$ cat src/cache_pkg.sv
package cache_pkg;

  // Address geometry, laid out as [ tag | index | word | byte ]
  localparam int addr_w         = 32;
  localparam int data_w         = 32;
  localparam int strb_w         = data_w / 8;
  localparam int offset_bits    = 4;
  localparam int word_sel_bits  = 2;
  localparam int words_per_line = 1 << word_sel_bits;
  localparam int index_bits     = 4;
  localparam int num_lines      = 1 << index_bits;
  localparam int tag_bits       = addr_w - index_bits - offset_bits;

  typedef logic [addr_w-1:0]        addr_t;
  typedef logic [data_w-1:0]        data_t;
  typedef logic [strb_w-1:0]        strb_t;
  typedef logic [tag_bits-1:0]      tag_t;
  typedef logic [index_bits-1:0]    index_t;
  typedef logic [word_sel_bits-1:0] word_sel_t;

  typedef logic [words_per_line-1:0][data_w-1:0] line_t;

  typedef struct packed {
    logic valid;
    logic dirty;
  } line_meta_t;

  typedef enum logic [2:0] {
    ST_IDLE,
    ST_LOOKUP,
    ST_WRITEBACK,
    ST_REFILL_REQ,
    ST_REFILL_WAIT,
    ST_RELOOKUP
  } ctrl_state_t;

  function automatic tag_t get_tag(input addr_t a);
    return a[addr_w-1 -: tag_bits];
  endfunction

  function automatic index_t get_index(input addr_t a);
    return a[offset_bits +: index_bits];
  endfunction

  function automatic word_sel_t get_word_sel(input addr_t a);
    return a[offset_bits-1 -: word_sel_bits];
  endfunction

endpackage

$ cat src/cache_req_if.sv
// One accepted request, held from acceptance until the response completes
interface cache_req_if;

  logic              valid;
  cache_pkg::addr_t  addr;
  logic              is_write;
  cache_pkg::data_t  wdata;
  cache_pkg::strb_t  wstrb;

  modport src (
    output valid,
    output addr,
    output is_write,
    output wdata,
    output wstrb
  );

  modport dst (
    input valid,
    input addr,
    input is_write,
    input wdata,
    input wstrb
  );

endinterface

$ cat src/cache_accept.sv
module cache_accept (
  input  logic                clk,
  input  logic                rst,
  input  cache_pkg::addr_t    araddr,
  input  logic                arvalid,
  output logic                arready,
  input  cache_pkg::addr_t    awaddr,
  input  logic                awvalid,
  output logic                awready,
  input  cache_pkg::data_t    wdata,
  input  cache_pkg::strb_t    wstrb,
  input  logic                wvalid,
  output logic                wready,
  input  logic                done,
  output cache_pkg::index_t   rd_index,
  cache_req_if.src            req
);

  logic             running;
  logic             free;
  logic             wr_offered;
  logic             take_wr;
  logic             take_rd;
  logic             accept;
  cache_pkg::addr_t acc_addr;

  // Free when nothing is held, or the held request finishes this cycle
  assign free       = running && (!req.valid || done);
  assign wr_offered = awvalid && wvalid;

  // Address and data of a write move together, and a write beats a read
  assign awready = free && wr_offered;
  assign wready  = awready;
  assign arready = free && !wr_offered;

  assign take_wr  = awready;
  assign take_rd  = arready && arvalid;
  assign accept   = take_wr || take_rd;
  assign acc_addr = take_wr ? awaddr : araddr;

  // The RAMs start their read on the accepting edge
  assign rd_index = accept ? cache_pkg::get_index(acc_addr) : cache_pkg::get_index(req.addr);

  always_ff @(posedge clk) begin
    if (rst) begin
      running   <= 1'b0;
      req.valid <= 1'b0;
    end else begin
      running <= 1'b1;
      if (accept) begin
        req.valid <= 1'b1;
      end else if (done) begin
        req.valid <= 1'b0;
      end
    end
  end

  always_ff @(posedge clk) begin
    if (accept) begin
      req.addr     <= acc_addr;
      req.is_write <= take_wr;
      req.wdata    <= wdata;
      req.wstrb    <= wstrb;
    end
  end

  a_wr_ready_pair : assert property (@(posedge clk) awready == wready);

endmodule

$ cat src/cache_lookup.sv
module cache_lookup (
  input  logic                  clk,
  input  logic                  rst,
  input  cache_pkg::index_t     rd_index,
  input  logic                  tag_we,
  input  logic                  meta_we,
  input  cache_pkg::line_meta_t meta_wr,
  output logic                  hit,
  output cache_pkg::tag_t       victim_tag,
  output cache_pkg::line_meta_t victim_meta,
  cache_req_if.dst              req
);

  // Tags live in block RAM, valid/dirty in flops so reset can clear them
  cache_pkg::tag_t       tag_ram  [cache_pkg::num_lines];
  cache_pkg::line_meta_t meta_arr [cache_pkg::num_lines];

  cache_pkg::tag_t       tag_q;
  cache_pkg::line_meta_t meta_q;
  cache_pkg::index_t     wr_index;
  cache_pkg::tag_t       req_tag;

  assign wr_index = cache_pkg::get_index(req.addr);
  assign req_tag  = cache_pkg::get_tag(req.addr);

  // Tags change only during a refill, while no new request can be accepted
  always_ff @(posedge clk) begin
    if (tag_we) begin
      tag_ram[wr_index] <= req_tag;
    end
    tag_q <= tag_ram[rd_index];
  end

  always_ff @(posedge clk) begin
    if (rst) begin
      meta_arr <= '{default: '0};
      meta_q   <= '0;
    end else begin
      if (meta_we) begin
        meta_arr[wr_index] <= meta_wr;
      end
      // A write hit can mark a line dirty on the edge that accepts the next request
      if (meta_we && (wr_index == rd_index)) begin
        meta_q <= meta_wr;
      end else begin
        meta_q <= meta_arr[rd_index];
      end
    end
  end

  assign hit         = meta_q.valid && (tag_q == req_tag);
  assign victim_tag  = tag_q;
  assign victim_meta = meta_q;

  // Meta only changes on behalf of a held request
  a_meta_we_valid : assert property (@(posedge clk) disable iff (rst)
    meta_we |-> req.valid);

  // A new tag always comes with a clean valid line
  a_tag_with_meta : assert property (@(posedge clk) disable iff (rst)
    tag_we |-> meta_we && meta_wr.valid && !meta_wr.dirty);

endmodule

$ cat src/cache_line_store.sv
module cache_line_store (
  input  logic                                 clk,
  input  cache_pkg::index_t                    rd_index,
  input  logic [cache_pkg::words_per_line-1:0] word_we,
  input  cache_pkg::line_t                     wr_line,
  output cache_pkg::line_t                     rd_line,
  cache_req_if.dst                             req
);

  cache_pkg::index_t wr_index;

  assign wr_index = cache_pkg::get_index(req.addr);

  // One RAM per word so a write hit touches a single word
  for (genvar w = 0; w < cache_pkg::words_per_line; w++) begin : g_word
    cache_pkg::data_t mem [cache_pkg::num_lines];
    cache_pkg::data_t rd_word;

    always_ff @(posedge clk) begin
      if (word_we[w]) begin
        mem[wr_index] <= wr_line[w];
      end
      // Write-first, so a request accepted on the edge of a write hit sees the new word
      if (word_we[w] && (wr_index == rd_index)) begin
        rd_word <= wr_line[w];
      end else begin
        rd_word <= mem[rd_index];
      end
    end

    assign rd_line[w] = rd_word;
  end

endmodule

$ cat src/cache_miss_ctrl.sv
module cache_miss_ctrl (
  input  logic                                 clk,
  input  logic                                 rst,
  output cache_pkg::data_t                     rdata,
  output logic                                 rvalid,
  input  logic                                 rready,
  output logic                                 bvalid,
  input  logic                                 bready,
  output logic                                 done,
  output logic                                 mem_req_valid,
  input  logic                                 mem_req_ready,
  output cache_pkg::addr_t                     mem_req_addr,
  output logic                                 mem_req_write,
  output cache_pkg::line_t                     mem_req_wdata,
  input  logic                                 mem_resp_valid,
  input  cache_pkg::line_t                     mem_resp_rdata,
  input  logic                                 hit,
  input  cache_pkg::tag_t                      victim_tag,
  input  cache_pkg::line_meta_t                victim_meta,
  output logic                                 tag_we,
  output logic                                 meta_we,
  output cache_pkg::line_meta_t                meta_wr,
  output logic [cache_pkg::words_per_line-1:0] word_we,
  output cache_pkg::line_t                     wr_line,
  input  cache_pkg::line_t                     rd_line,
  cache_req_if.dst                             req
);

  cache_pkg::ctrl_state_t state;
  cache_pkg::ctrl_state_t state_next;
  cache_pkg::word_sel_t   word_sel;
  cache_pkg::index_t      index;
  cache_pkg::data_t       cur_word;
  cache_pkg::data_t       merged_word;
  cache_pkg::addr_t       line_base;
  cache_pkg::addr_t       victim_base;

  assign word_sel    = cache_pkg::get_word_sel(req.addr);
  assign index       = cache_pkg::get_index(req.addr);
  assign cur_word    = rd_line[word_sel];
  assign line_base   = {cache_pkg::get_tag(req.addr), index, {cache_pkg::offset_bits{1'b0}}};
  assign victim_base = {victim_tag, index, {cache_pkg::offset_bits{1'b0}}};

  // rd_line holds still while a response waits, so rdata does too
  assign rdata         = cur_word;
  assign mem_req_wdata = rd_line;

  always_comb begin
    for (int b = 0; b < cache_pkg::strb_w; b++) begin
      merged_word[b*8 +: 8] = req.wstrb[b] ? req.wdata[b*8 +: 8] : cur_word[b*8 +: 8];
    end
  end

  always_comb begin
    state_next    = state;
    rvalid        = 1'b0;
    bvalid        = 1'b0;
    done          = 1'b0;
    mem_req_valid = 1'b0;
    mem_req_addr  = line_base;
    mem_req_write = 1'b0;
    tag_we        = 1'b0;
    meta_we       = 1'b0;
    meta_wr       = '0;
    word_we       = '0;
    wr_line       = {cache_pkg::words_per_line{merged_word}};

    case (state)
      // A fresh request is looked up straight from idle
      cache_pkg::ST_IDLE, cache_pkg::ST_LOOKUP: begin
        if (!req.valid) begin
          state_next = cache_pkg::ST_IDLE;
        end else if (hit && req.is_write) begin
          bvalid            = 1'b1;
          word_we[word_sel] = 1'b1;
          meta_we           = 1'b1;
          meta_wr           = '{valid: 1'b1, dirty: 1'b1};
          done              = bready;
          state_next        = bready ? cache_pkg::ST_IDLE : cache_pkg::ST_LOOKUP;
        end else if (hit) begin
          rvalid     = 1'b1;
          done       = rready;
          state_next = rready ? cache_pkg::ST_IDLE : cache_pkg::ST_LOOKUP;
        end else if (victim_meta.valid && victim_meta.dirty) begin
          state_next = cache_pkg::ST_WRITEBACK;
        end else begin
          state_next = cache_pkg::ST_REFILL_REQ;
        end
      end

      // Victim goes out first, read straight from the line RAM
      cache_pkg::ST_WRITEBACK: begin
        mem_req_valid = 1'b1;
        mem_req_write = 1'b1;
        mem_req_addr  = victim_base;
        if (mem_req_ready) begin
          state_next = cache_pkg::ST_REFILL_REQ;
        end
      end

      cache_pkg::ST_REFILL_REQ: begin
        mem_req_valid = 1'b1;
        if (mem_req_ready) begin
          state_next = cache_pkg::ST_REFILL_WAIT;
        end
      end

      cache_pkg::ST_REFILL_WAIT: begin
        if (mem_resp_valid) begin
          word_we    = '1;
          wr_line    = mem_resp_rdata;
          tag_we     = 1'b1;
          meta_we    = 1'b1;
          meta_wr    = '{valid: 1'b1, dirty: 1'b0};
          state_next = cache_pkg::ST_RELOOKUP;
        end
      end

      // Burn one cycle so tag, meta and data are read back together
      cache_pkg::ST_RELOOKUP: begin
        state_next = cache_pkg::ST_LOOKUP;
      end

      default: begin
        state_next = cache_pkg::ST_IDLE;
      end
    endcase
  end

  always_ff @(posedge clk) begin
    if (rst) begin
      state <= cache_pkg::ST_IDLE;
    end else begin
      state <= state_next;
    end
  end

  a_one_response : assert property (@(posedge clk) disable iff (rst)
    !(rvalid && bvalid));

  // Memory request and its fields hold until taken
  a_mem_req_hold : assert property (@(posedge clk) disable iff (rst)
    mem_req_valid && !mem_req_ready |=>
      mem_req_valid && $stable(mem_req_addr) && $stable(mem_req_write));

endmodule

$ cat src/cache_top.sv
module cache_top (
  input  logic             clk,
  input  logic             rst,
  // Read channel
  input  cache_pkg::addr_t araddr,
  input  logic             arvalid,
  output logic             arready,
  output cache_pkg::data_t rdata,
  output logic             rvalid,
  input  logic             rready,
  // Write channel
  input  cache_pkg::addr_t awaddr,
  input  cache_pkg::data_t wdata,
  input  cache_pkg::strb_t wstrb,
  input  logic             awvalid,
  input  logic             wvalid,
  output logic             awready,
  output logic             wready,
  output logic             bvalid,
  input  logic             bready,
  // Line-wide memory channel
  output logic             mem_req_valid,
  input  logic             mem_req_ready,
  output cache_pkg::addr_t mem_req_addr,
  output logic             mem_req_write,
  output cache_pkg::line_t mem_req_wdata,
  input  logic             mem_resp_valid,
  input  cache_pkg::line_t mem_resp_rdata
);

  logic                                 done;
  cache_pkg::index_t                    rd_index;
  logic                                 hit;
  cache_pkg::tag_t                      victim_tag;
  cache_pkg::line_meta_t                victim_meta;
  logic                                 tag_we;
  logic                                 meta_we;
  cache_pkg::line_meta_t                meta_wr;
  logic [cache_pkg::words_per_line-1:0] word_we;
  cache_pkg::line_t                     wr_line;
  cache_pkg::line_t                     rd_line;

  cache_req_if req ();

  cache_accept i_accept (
    .clk, .rst,
    .araddr, .arvalid, .arready,
    .awaddr, .awvalid, .awready,
    .wdata, .wstrb, .wvalid, .wready,
    .done, .rd_index,
    .req (req.src)
  );

  cache_lookup i_lookup (
    .clk, .rst, .rd_index,
    .tag_we, .meta_we, .meta_wr,
    .hit, .victim_tag, .victim_meta,
    .req (req.dst)
  );

  cache_line_store i_line_store (
    .clk, .rd_index, .word_we, .wr_line, .rd_line,
    .req (req.dst)
  );

  cache_miss_ctrl i_miss_ctrl (
    .clk, .rst,
    .rdata, .rvalid, .rready, .bvalid, .bready, .done,
    .mem_req_valid, .mem_req_ready, .mem_req_addr, .mem_req_write, .mem_req_wdata,
    .mem_resp_valid, .mem_resp_rdata,
    .hit, .victim_tag, .victim_meta,
    .tag_we, .meta_we, .meta_wr, .word_we, .wr_line, .rd_line,
    .req (req.dst)
  );

endmodule

$ cat config.mk
export PLATFORM = sky130hd
export DESIGN_NAME = cache_top
export DESIGN_NICKNAME = d
export VERILOG_FILES = /design/src/cache_pkg.sv /design/src/cache_req_if.sv /design/src/cache_accept.sv /design/src/cache_lookup.sv /design/src/cache_line_store.sv /design/src/cache_miss_ctrl.sv /design/src/cache_top.sv
export SDC_FILE = /design/constraint.sdc
export NUM_CORES = 2
export LEC_CHECK = 0
export ABC_AREA = 1
export BUFFER_PORTS_ARGS = -buffer_cell sky130_fd_sc_hd__buf_2
export CAP_MARGIN = 20
export CORE_ASPECT_RATIO = 1.2
export CORE_MARGIN = 2
export CORE_UTILIZATION = 40
export CTS_CLUSTER_DIAMETER = 200
export CTS_CLUSTER_SIZE = 12
export DETAILED_ROUTE_END_ITERATION = 7
export HOLD_SLACK_MARGIN = 0.12
export PLACE_DENSITY = 0.63
export SLEW_MARGIN = 20
export SYNTH_ARGS = -nofsm -noshare
export SYNTH_HDL_FRONTEND = slang
export SYNTH_HIERARCHICAL = 1
export SYNTH_SLANG_ARGS = --single-unit
$ cat constraint.sdc
create_clock -name clk -period 10.92 [get_ports clk]
set_input_delay 0.546 -clock clk [delete_from_list [all_inputs] [get_ports clk]]
set_output_delay 0.546 -clock clk [all_outputs]
set_load 0.02 [all_outputs]
* Word-level counts from Yosys, hierarchy flattened
Memory sizes are Yosys's and may differ from the RTL's. A register that Yosys moved wholly into a read port is not among the register bits.
Index checks and enable logic that the tools add are counted.
** Operators by class
- $add $sub $neg :: 0
- $mul :: 0
- Divide/modulo/power cells :: 0
- Magnitude comparators :: 5
- Equal/unequal tests :: 10
- Shifts and indexed selects :: 0
- Muxes and demuxes :: 67
- Bitwise logic cells :: 2
- Reductions and logical operators :: 20
** Operator list (count)
- two-way mux 128 bit :: 2
- two-way mux 32 bit :: 3
- binary-select mux 32 bit (select 2 bit) :: 1
- bitwise mux 32 bit :: 1
- two-way mux 1 bit :: 32
- two-way mux 8 bit :: 4
- equality test 24 bit :: 1
- two-way mux 3 bit :: 6
- two-way mux 4 bit :: 4
- one-hot mux 3 bit (5 select lines) :: 1
- two-way mux 2 bit :: 7
- logical AND 1 bit :: 11
- >= comparator 5 bit (second input constant) :: 2
- NOT 4 -> 5 bit :: 2
- binary-select mux 2 bit (select 4 bit) :: 1
- demux 2 bit (select 4 bit) :: 1
- one-hot mux 4 bit (2 select lines) :: 1
- equality test 3 x 2 -> 1 bit (second input constant) :: 2
- equality test 3 bit (second input constant) :: 2
- != test 2 bit (second input constant) :: 3
- less-than comparator 5 x 1 -> 1 bit (second input constant) :: 1
- equality test 4 bit :: 1
- one-hot mux 2 bit (2 select lines) :: 1
- OR reduction 2 bit :: 2
- 10 further kinds :: 12
** Storage, ports and cells
- Bits in registers :: 108
- Latch bits :: 0
- Memory bits (writable) :: 2432
- Bits in read-only memories :: 0
- Bits of input ports :: 237
- Word-level logic and storage cells :: 150
- Memories kept :: 5
** Memories
- i_line_store.g_word[0].mem :: depth 16, bits a word 32, read ports 1, clocked after memory_dff 1, write ports 1, RTL line cache_line_store.sv:16 : cache_pkg::data_t mem [cache_pkg::num_lines];
- i_line_store.g_word[1].mem :: depth 16, bits a word 32, read ports 1, clocked after memory_dff 1, write ports 1, RTL line cache_line_store.sv:16
- i_line_store.g_word[2].mem :: depth 16, bits a word 32, read ports 1, clocked after memory_dff 1, write ports 1, RTL line cache_line_store.sv:16
- i_line_store.g_word[3].mem :: depth 16, bits a word 32, read ports 1, clocked after memory_dff 1, write ports 1, RTL line cache_line_store.sv:16
- i_lookup.tag_ram :: depth 16, bits a word 24, read ports 1, clocked after memory_dff 1, write ports 1, RTL line cache_lookup.sv:15 : cache_pkg::tag_t tag_ram [cache_pkg::num_lines];

* Depth between registers and ports, before layout
- Word-level depth :: 17
- Gate-level depth with buffers :: 29

* Hierarchy
The synthesis kept the hierarchy.
** By module, submodules not included
- cache_line_store :: instances 1, cells each 7602, area each 84908.9 sq um, seq. area each 61579.1 sq um
- cache_lookup :: instances 1, cells each 1478, area each 17764.5 sq um, seq. area each 12692.2 sq um
- cache_miss_ctrl :: instances 1, cells each 857, area each 4174.0 sq um, seq. area each 60.1 sq um
- cache_accept :: instances 1, cells each 207, area each 2688.8 sq um, seq. area each 2112.0 sq um

* Worst setup path after synthesis
No wires, ideal clock.
- Path kind :: register -> register
- Start :: reg i_accept.req.addr[15]
- End :: reg i_lookup.meta_q (netlist bit i_lookup/victim_meta[0])
- Arrival time :: 4111 ps
- Slack :: 6700 ps
- Cell stages (with the launch flop) :: 29
- Period minus slack after synthesis :: 4220 ps
- Cells stage by stage :: edfxtp_1 inv_1 nand2_1 o21ai_0 nor2_1 nand2_1 nor2_1 nand2_1 nor2_1 nand3_1 nand2_1 inv_1 nor2_1 inv_1 nand2_2 nand2_1 nor2_4 inv_2 nand2_1 nand2_1 buf_6 buf_6 xor2_1 nor2_1 nand3_2 nor2_1 nor2_1 nand2_1 inv_1
** Between the ends
- Longest elaborated chain between the ends :: 17
- Elaborated cells on any way between the ends :: 28
- Those cells by class :: eq/ne: 2; mux: 16; bitwise: 1; reduce/logical: 9
** Ends and longest elaborated chain
- start: declaration :: RTL line cache_req_if.sv:12 : output addr,
- start signal: assignment :: RTL line cache_accept.sv:60 : req.addr <= acc_addr;
- equality test 24 bit * :: RTL line cache_lookup.sv:51 : assign hit = meta_q.valid && (tag_q == req_tag);
- logical AND 1 bit * :: RTL line cache_lookup.sv:51
- named net hit :: RTL line cache_top.sv:33 : logic hit;
- two-way mux 1 bit or logical AND 1 bit (tied branches) :: RTL line cache_miss_ctrl.sv:80, cache_miss_ctrl.sv:73
- two-way mux 1 bit * :: RTL line cache_miss_ctrl.sv:73 : end else if (hit && req.is_write) begin
- two-way mux 1 bit * :: RTL line cache_miss_ctrl.sv:71 : if (!req.valid) begin
- two-way mux 1 bit * :: RTL line cache_miss_ctrl.sv:68 : case (state)
- named net done :: RTL line cache_top.sv:31 : logic done;
- [... 4 more ...]
- logical OR 1 bit * :: RTL line cache_accept.sv:38 : assign accept = take_wr || take_rd;
- named net i_accept.accept :: RTL line cache_accept.sv:24 : logic accept;
- two-way mux 4 bit * :: RTL line cache_accept.sv:42 : assign rd_index = accept ? cache_pkg::get_index(acc_addr) : cache_pkg::get_index(req.addr);
- named net rd_index[0] :: RTL line cache_top.sv:32 : cache_pkg::index_t rd_index;
- NOT 4 -> 5 bit (not written as such) :: RTL line cache_lookup.sv:46 : meta_q <= meta_arr[rd_index];
- binary-select mux 2 bit (select 4 bit) :: RTL line cache_lookup.sv:46
- two-way mux 2 bit (not written as such) (2 in a row) :: RTL line cache_lookup.sv:46
- two-way mux 2 bit * :: RTL line cache_lookup.sv:43 : if (meta_we && (wr_index == rd_index)) begin
- end signal: assignment :: RTL line cache_lookup.sv:44 : meta_q <= meta_wr;
- end signal: assignment :: RTL line cache_lookup.sv:46
- end: declaration :: RTL line cache_lookup.sv:19 : cache_pkg::line_meta_t meta_q;
The timed path passes the listed nets; every way through them passes the cells marked *. The select of a mux whose other input is x is not followed.
A chain may end at the register's enable or synchronous reset.

* Final worst setup path
- Start :: reg i_accept.req.addr[15]
- End :: reg i_lookup.tag_q[15] (netlist: i_lookup/victim_tag[15]), read port of i_lookup.tag_ram
** Between the ends
- Longest elaborated chain between the ends :: 12
- Elaborated cells on any way between the ends :: 15
- Those cells by class :: eq/ne: 1; mux: 6; reduce/logical: 8
** Ends and longest elaborated chain
- equality test 24 bit * :: RTL line cache_lookup.sv:51
- logical AND 1 bit * :: RTL line cache_lookup.sv:51
- named net hit :: RTL line cache_top.sv:33
- two-way mux 1 bit or logical AND 1 bit (tied branches) :: RTL line cache_miss_ctrl.sv:80, cache_miss_ctrl.sv:73
- two-way mux 1 bit * :: RTL line cache_miss_ctrl.sv:73
- two-way mux 1 bit * :: RTL line cache_miss_ctrl.sv:71
- two-way mux 1 bit * :: RTL line cache_miss_ctrl.sv:68
- named net done :: RTL line cache_top.sv:31
- logical OR 1 bit * :: RTL line cache_accept.sv:28 : assign free = running && (!req.valid || done);
- logical AND 1 bit * :: RTL line cache_accept.sv:28
- logical AND 1 bit :: RTL line cache_accept.sv:34 : assign arready = free && !wr_offered;
- logical AND 1 bit :: RTL line cache_accept.sv:37 : assign take_rd = arready && arvalid;
- logical OR 1 bit * :: RTL line cache_accept.sv:38
- named net i_accept.accept :: RTL line cache_accept.sv:24
- two-way mux 4 bit * :: RTL line cache_accept.sv:42
- named net rd_index[1] :: RTL line cache_top.sv:32
- end: declaration :: RTL line cache_lookup.sv:18 : cache_pkg::tag_t tag_q;
The timed path passes the listed nets; every way through them passes the cells marked *.

==> results.md <==
- Non-filler cells, final: 14100
- Final setup skew: 0.141 ns
- Final #Nets: between 10000 and 15000
- Worst Path Arrival: 7.55 ns
- Status: completed
- IO Pins: 436
- CTS-repair resized insts: 0
- Crit path from: i_accept/req.addr[15]
- Leakage: 47.4 nW
- Sum of negative setup slack: 0 ns
- Required time of the critical path: 11.63 ns
- GRT Util Overall: 25.1%
- # fillers: 24500
- Full die area: 278000 um2
- Layout cell share with drive strength beyond 1: between 10% and 20%
- Via count: 77800
- Post-Synthesis Cells: 10100
- Fin. max-slew vios: 0
- Final WS setup: 4.08 ns
- Total CTS buffers: 240
- PD cells: 180 nW/um2
- Initial antenna violation count: 20
- First drt pass iteration count: 6
- Post-Syn Area: 109000 um2
- Most common cell after layout, fill and taps aside: nand2_1
- Routed wire per std cell: approximately 26 um
- # placed instances: 13700
- Crit Path Class: reg -> reg
- Grt ovf: 0
- Crit path max fanout: 65
- Power, Total: 0.0219 W
- Row cnt: 210
- Max transition margin: about a fifth
- Vias in the first global route: 72900
- Tmin final: between 6 and 7 ns
- Worst Hold Launch: mem_resp_rdata[95]
- CTS H-tree depth: 4
- Clock transition at path regs: 0.07 ns
- Final hold vios: 0
- Final setup fails: 0
- Drc violations: 0
- Critical Path End Type: flop
- Largest net degree at the start of global routing: ~220
- Fmax: 146 MHz
- Max_cap viols: 0
- Tcrit/Tclk final: 62.7%
- Synth warn: 6
- Post-route ant nets: 0
- Die X: just under 500 um
- Sink Count: between 2000 and 3000
- Reg2reg start: i_accept/req.addr[15]
- Clk_lat worst skew: roughly 0.95 ns
- Vias/cell: 5.52
- Most frequent cells in the layout: 3354 x nand2_1, 2499 x edfxtp_1, 1549 x nand3_1
- IO buf count: 427
- Initial core utilization: 40.2%
- Clock root buffer master: clkbuf_16
- Maximum vdd drop: 165 uV
- 1st-iter DRT viols: ~9100
- Post-DP HPWL: 207 mm
- First-pass GRT wire length: 502 mm
- Routed Wire Length: approximately 360 mm
- FF/Latch Area: approximately 76000 um2
- Syn-to-layout area delta: 11.5%
- Pre-CTS setup slack: about 4.1 ns
- Min-Delay Path Class: in -> reg
- Tightest Pin Transition: about 1.2 ns
- CTS tree: built
- GPL Wtd Cong: 0.930
- Chip height: 577 um
- Syn_area_per_cell: 10.8 um2
- Core area: ~270000 um2
- Final design utilization: 44.8%
- CTS Buffer Depth: 4
- Multi-input gate area: 26500 um2
- Crit path launch type: flop
- RSZ-0062 raised after global routing: false
-- layer usage --
metal / track usage [%] / vias up / routed length [um]
li1: - / 34400 / -
met1: 29.6 / 37900 / 124000
met2: 39.7 / 4500 / 165000
met3: 6.18 / 1029 / 40400
met4: 18.3 / 12 / 30000
met5: 0 / - / 74
-- critical path, cell delays in order (launching register included) --
cell	delay [ns]
edfxtp_1	0.75
inv_1	0.13
nand2_1	0.08
o21ai_0	0.07
nor2_1	0.15
nand2_1	0.07
nor2_1	0.12
nand2_1	0.06
nor2_1	0.36
nand3_1	0.12
nand2_1	0.09
inv_1	0.05
nor2_1	0.08
inv_1	0.06
nand2_2	0.12
nand2_1	0.12
nor2_4	0.45
buf_4	0.80
nand3_1	0.25
nand2_4	0.65
clkinv_2	0.94
buf_4	0.56
o21ai_1	0.14
o221ai_1	0.12
nand3_1	0.13
nand2_1	0.07
-- flip-flops by register name (all words and copies together) (netlist names), 3 cells and up, named ones only --
signal                   flops
i_lookup/meta_arr           32
i_accept/req.wstrb           4
i_lookup/tag_ram           384
i_line_store/g_word.mem   2048
i_miss_ctrl/state            3
i_accept/req.addr           30
i_lookup/victim_tag         24
i_accept/req.wdata          32
-- power breakdown --
| part | total, W | switching, W | internal [W] |
|---|---|---|---|
| combinational | 0.00329 | 0.00255 | 0.000740 |
| sequential | 0.0112 | 0.0000880 | 0.0111 |
| clock | 0.00745 | 0.00346 | 0.00399 |
| total | 0.0219 | 0.00609 | 0.0158 |
-- path summary, 6_finish.rpt --
check | to | slack [ns] | cells past startpoint
max | i_lookup/victim_tag[15] | 4.08 | 25
min | i_line_store/g_word[2].mem[4][31] | 0.17 | 3
max reg2reg | i_lookup/victim_tag[15] | 4.08 | 25
min reg2reg | i_lookup/meta_arr[1] | 0.47 | 2
-- final cells by class --
class,count,share of cell area [%]
Antenna cell,15,0.0308
Inverter,852,2.66
Multi-Input combinational cell,6012,21.7
Clock buffer,292,5.10
Clock inverter,9,0.176
Sequential cell,2566,62.6
Timing Repair Buffer,732,3.99
Tap cell,3604,3.70
-- stage by stage --
step	hold WS, ns	cell area (um2)
after floorplan	0.439	109000
after global routing	0.178	122000
after global placement	0.452	114000
after detailed placement	0.453	114000
final	0.174	122000
after CTS	0.147	122000
-- repair_timing --
item / in CTS / in global routing
setup buffers: 0 / 0
hold buffers: 93 / 1
hold endpoints to repair: 67 / 4
Note: power is estimated with default switching activity, not from simulation.
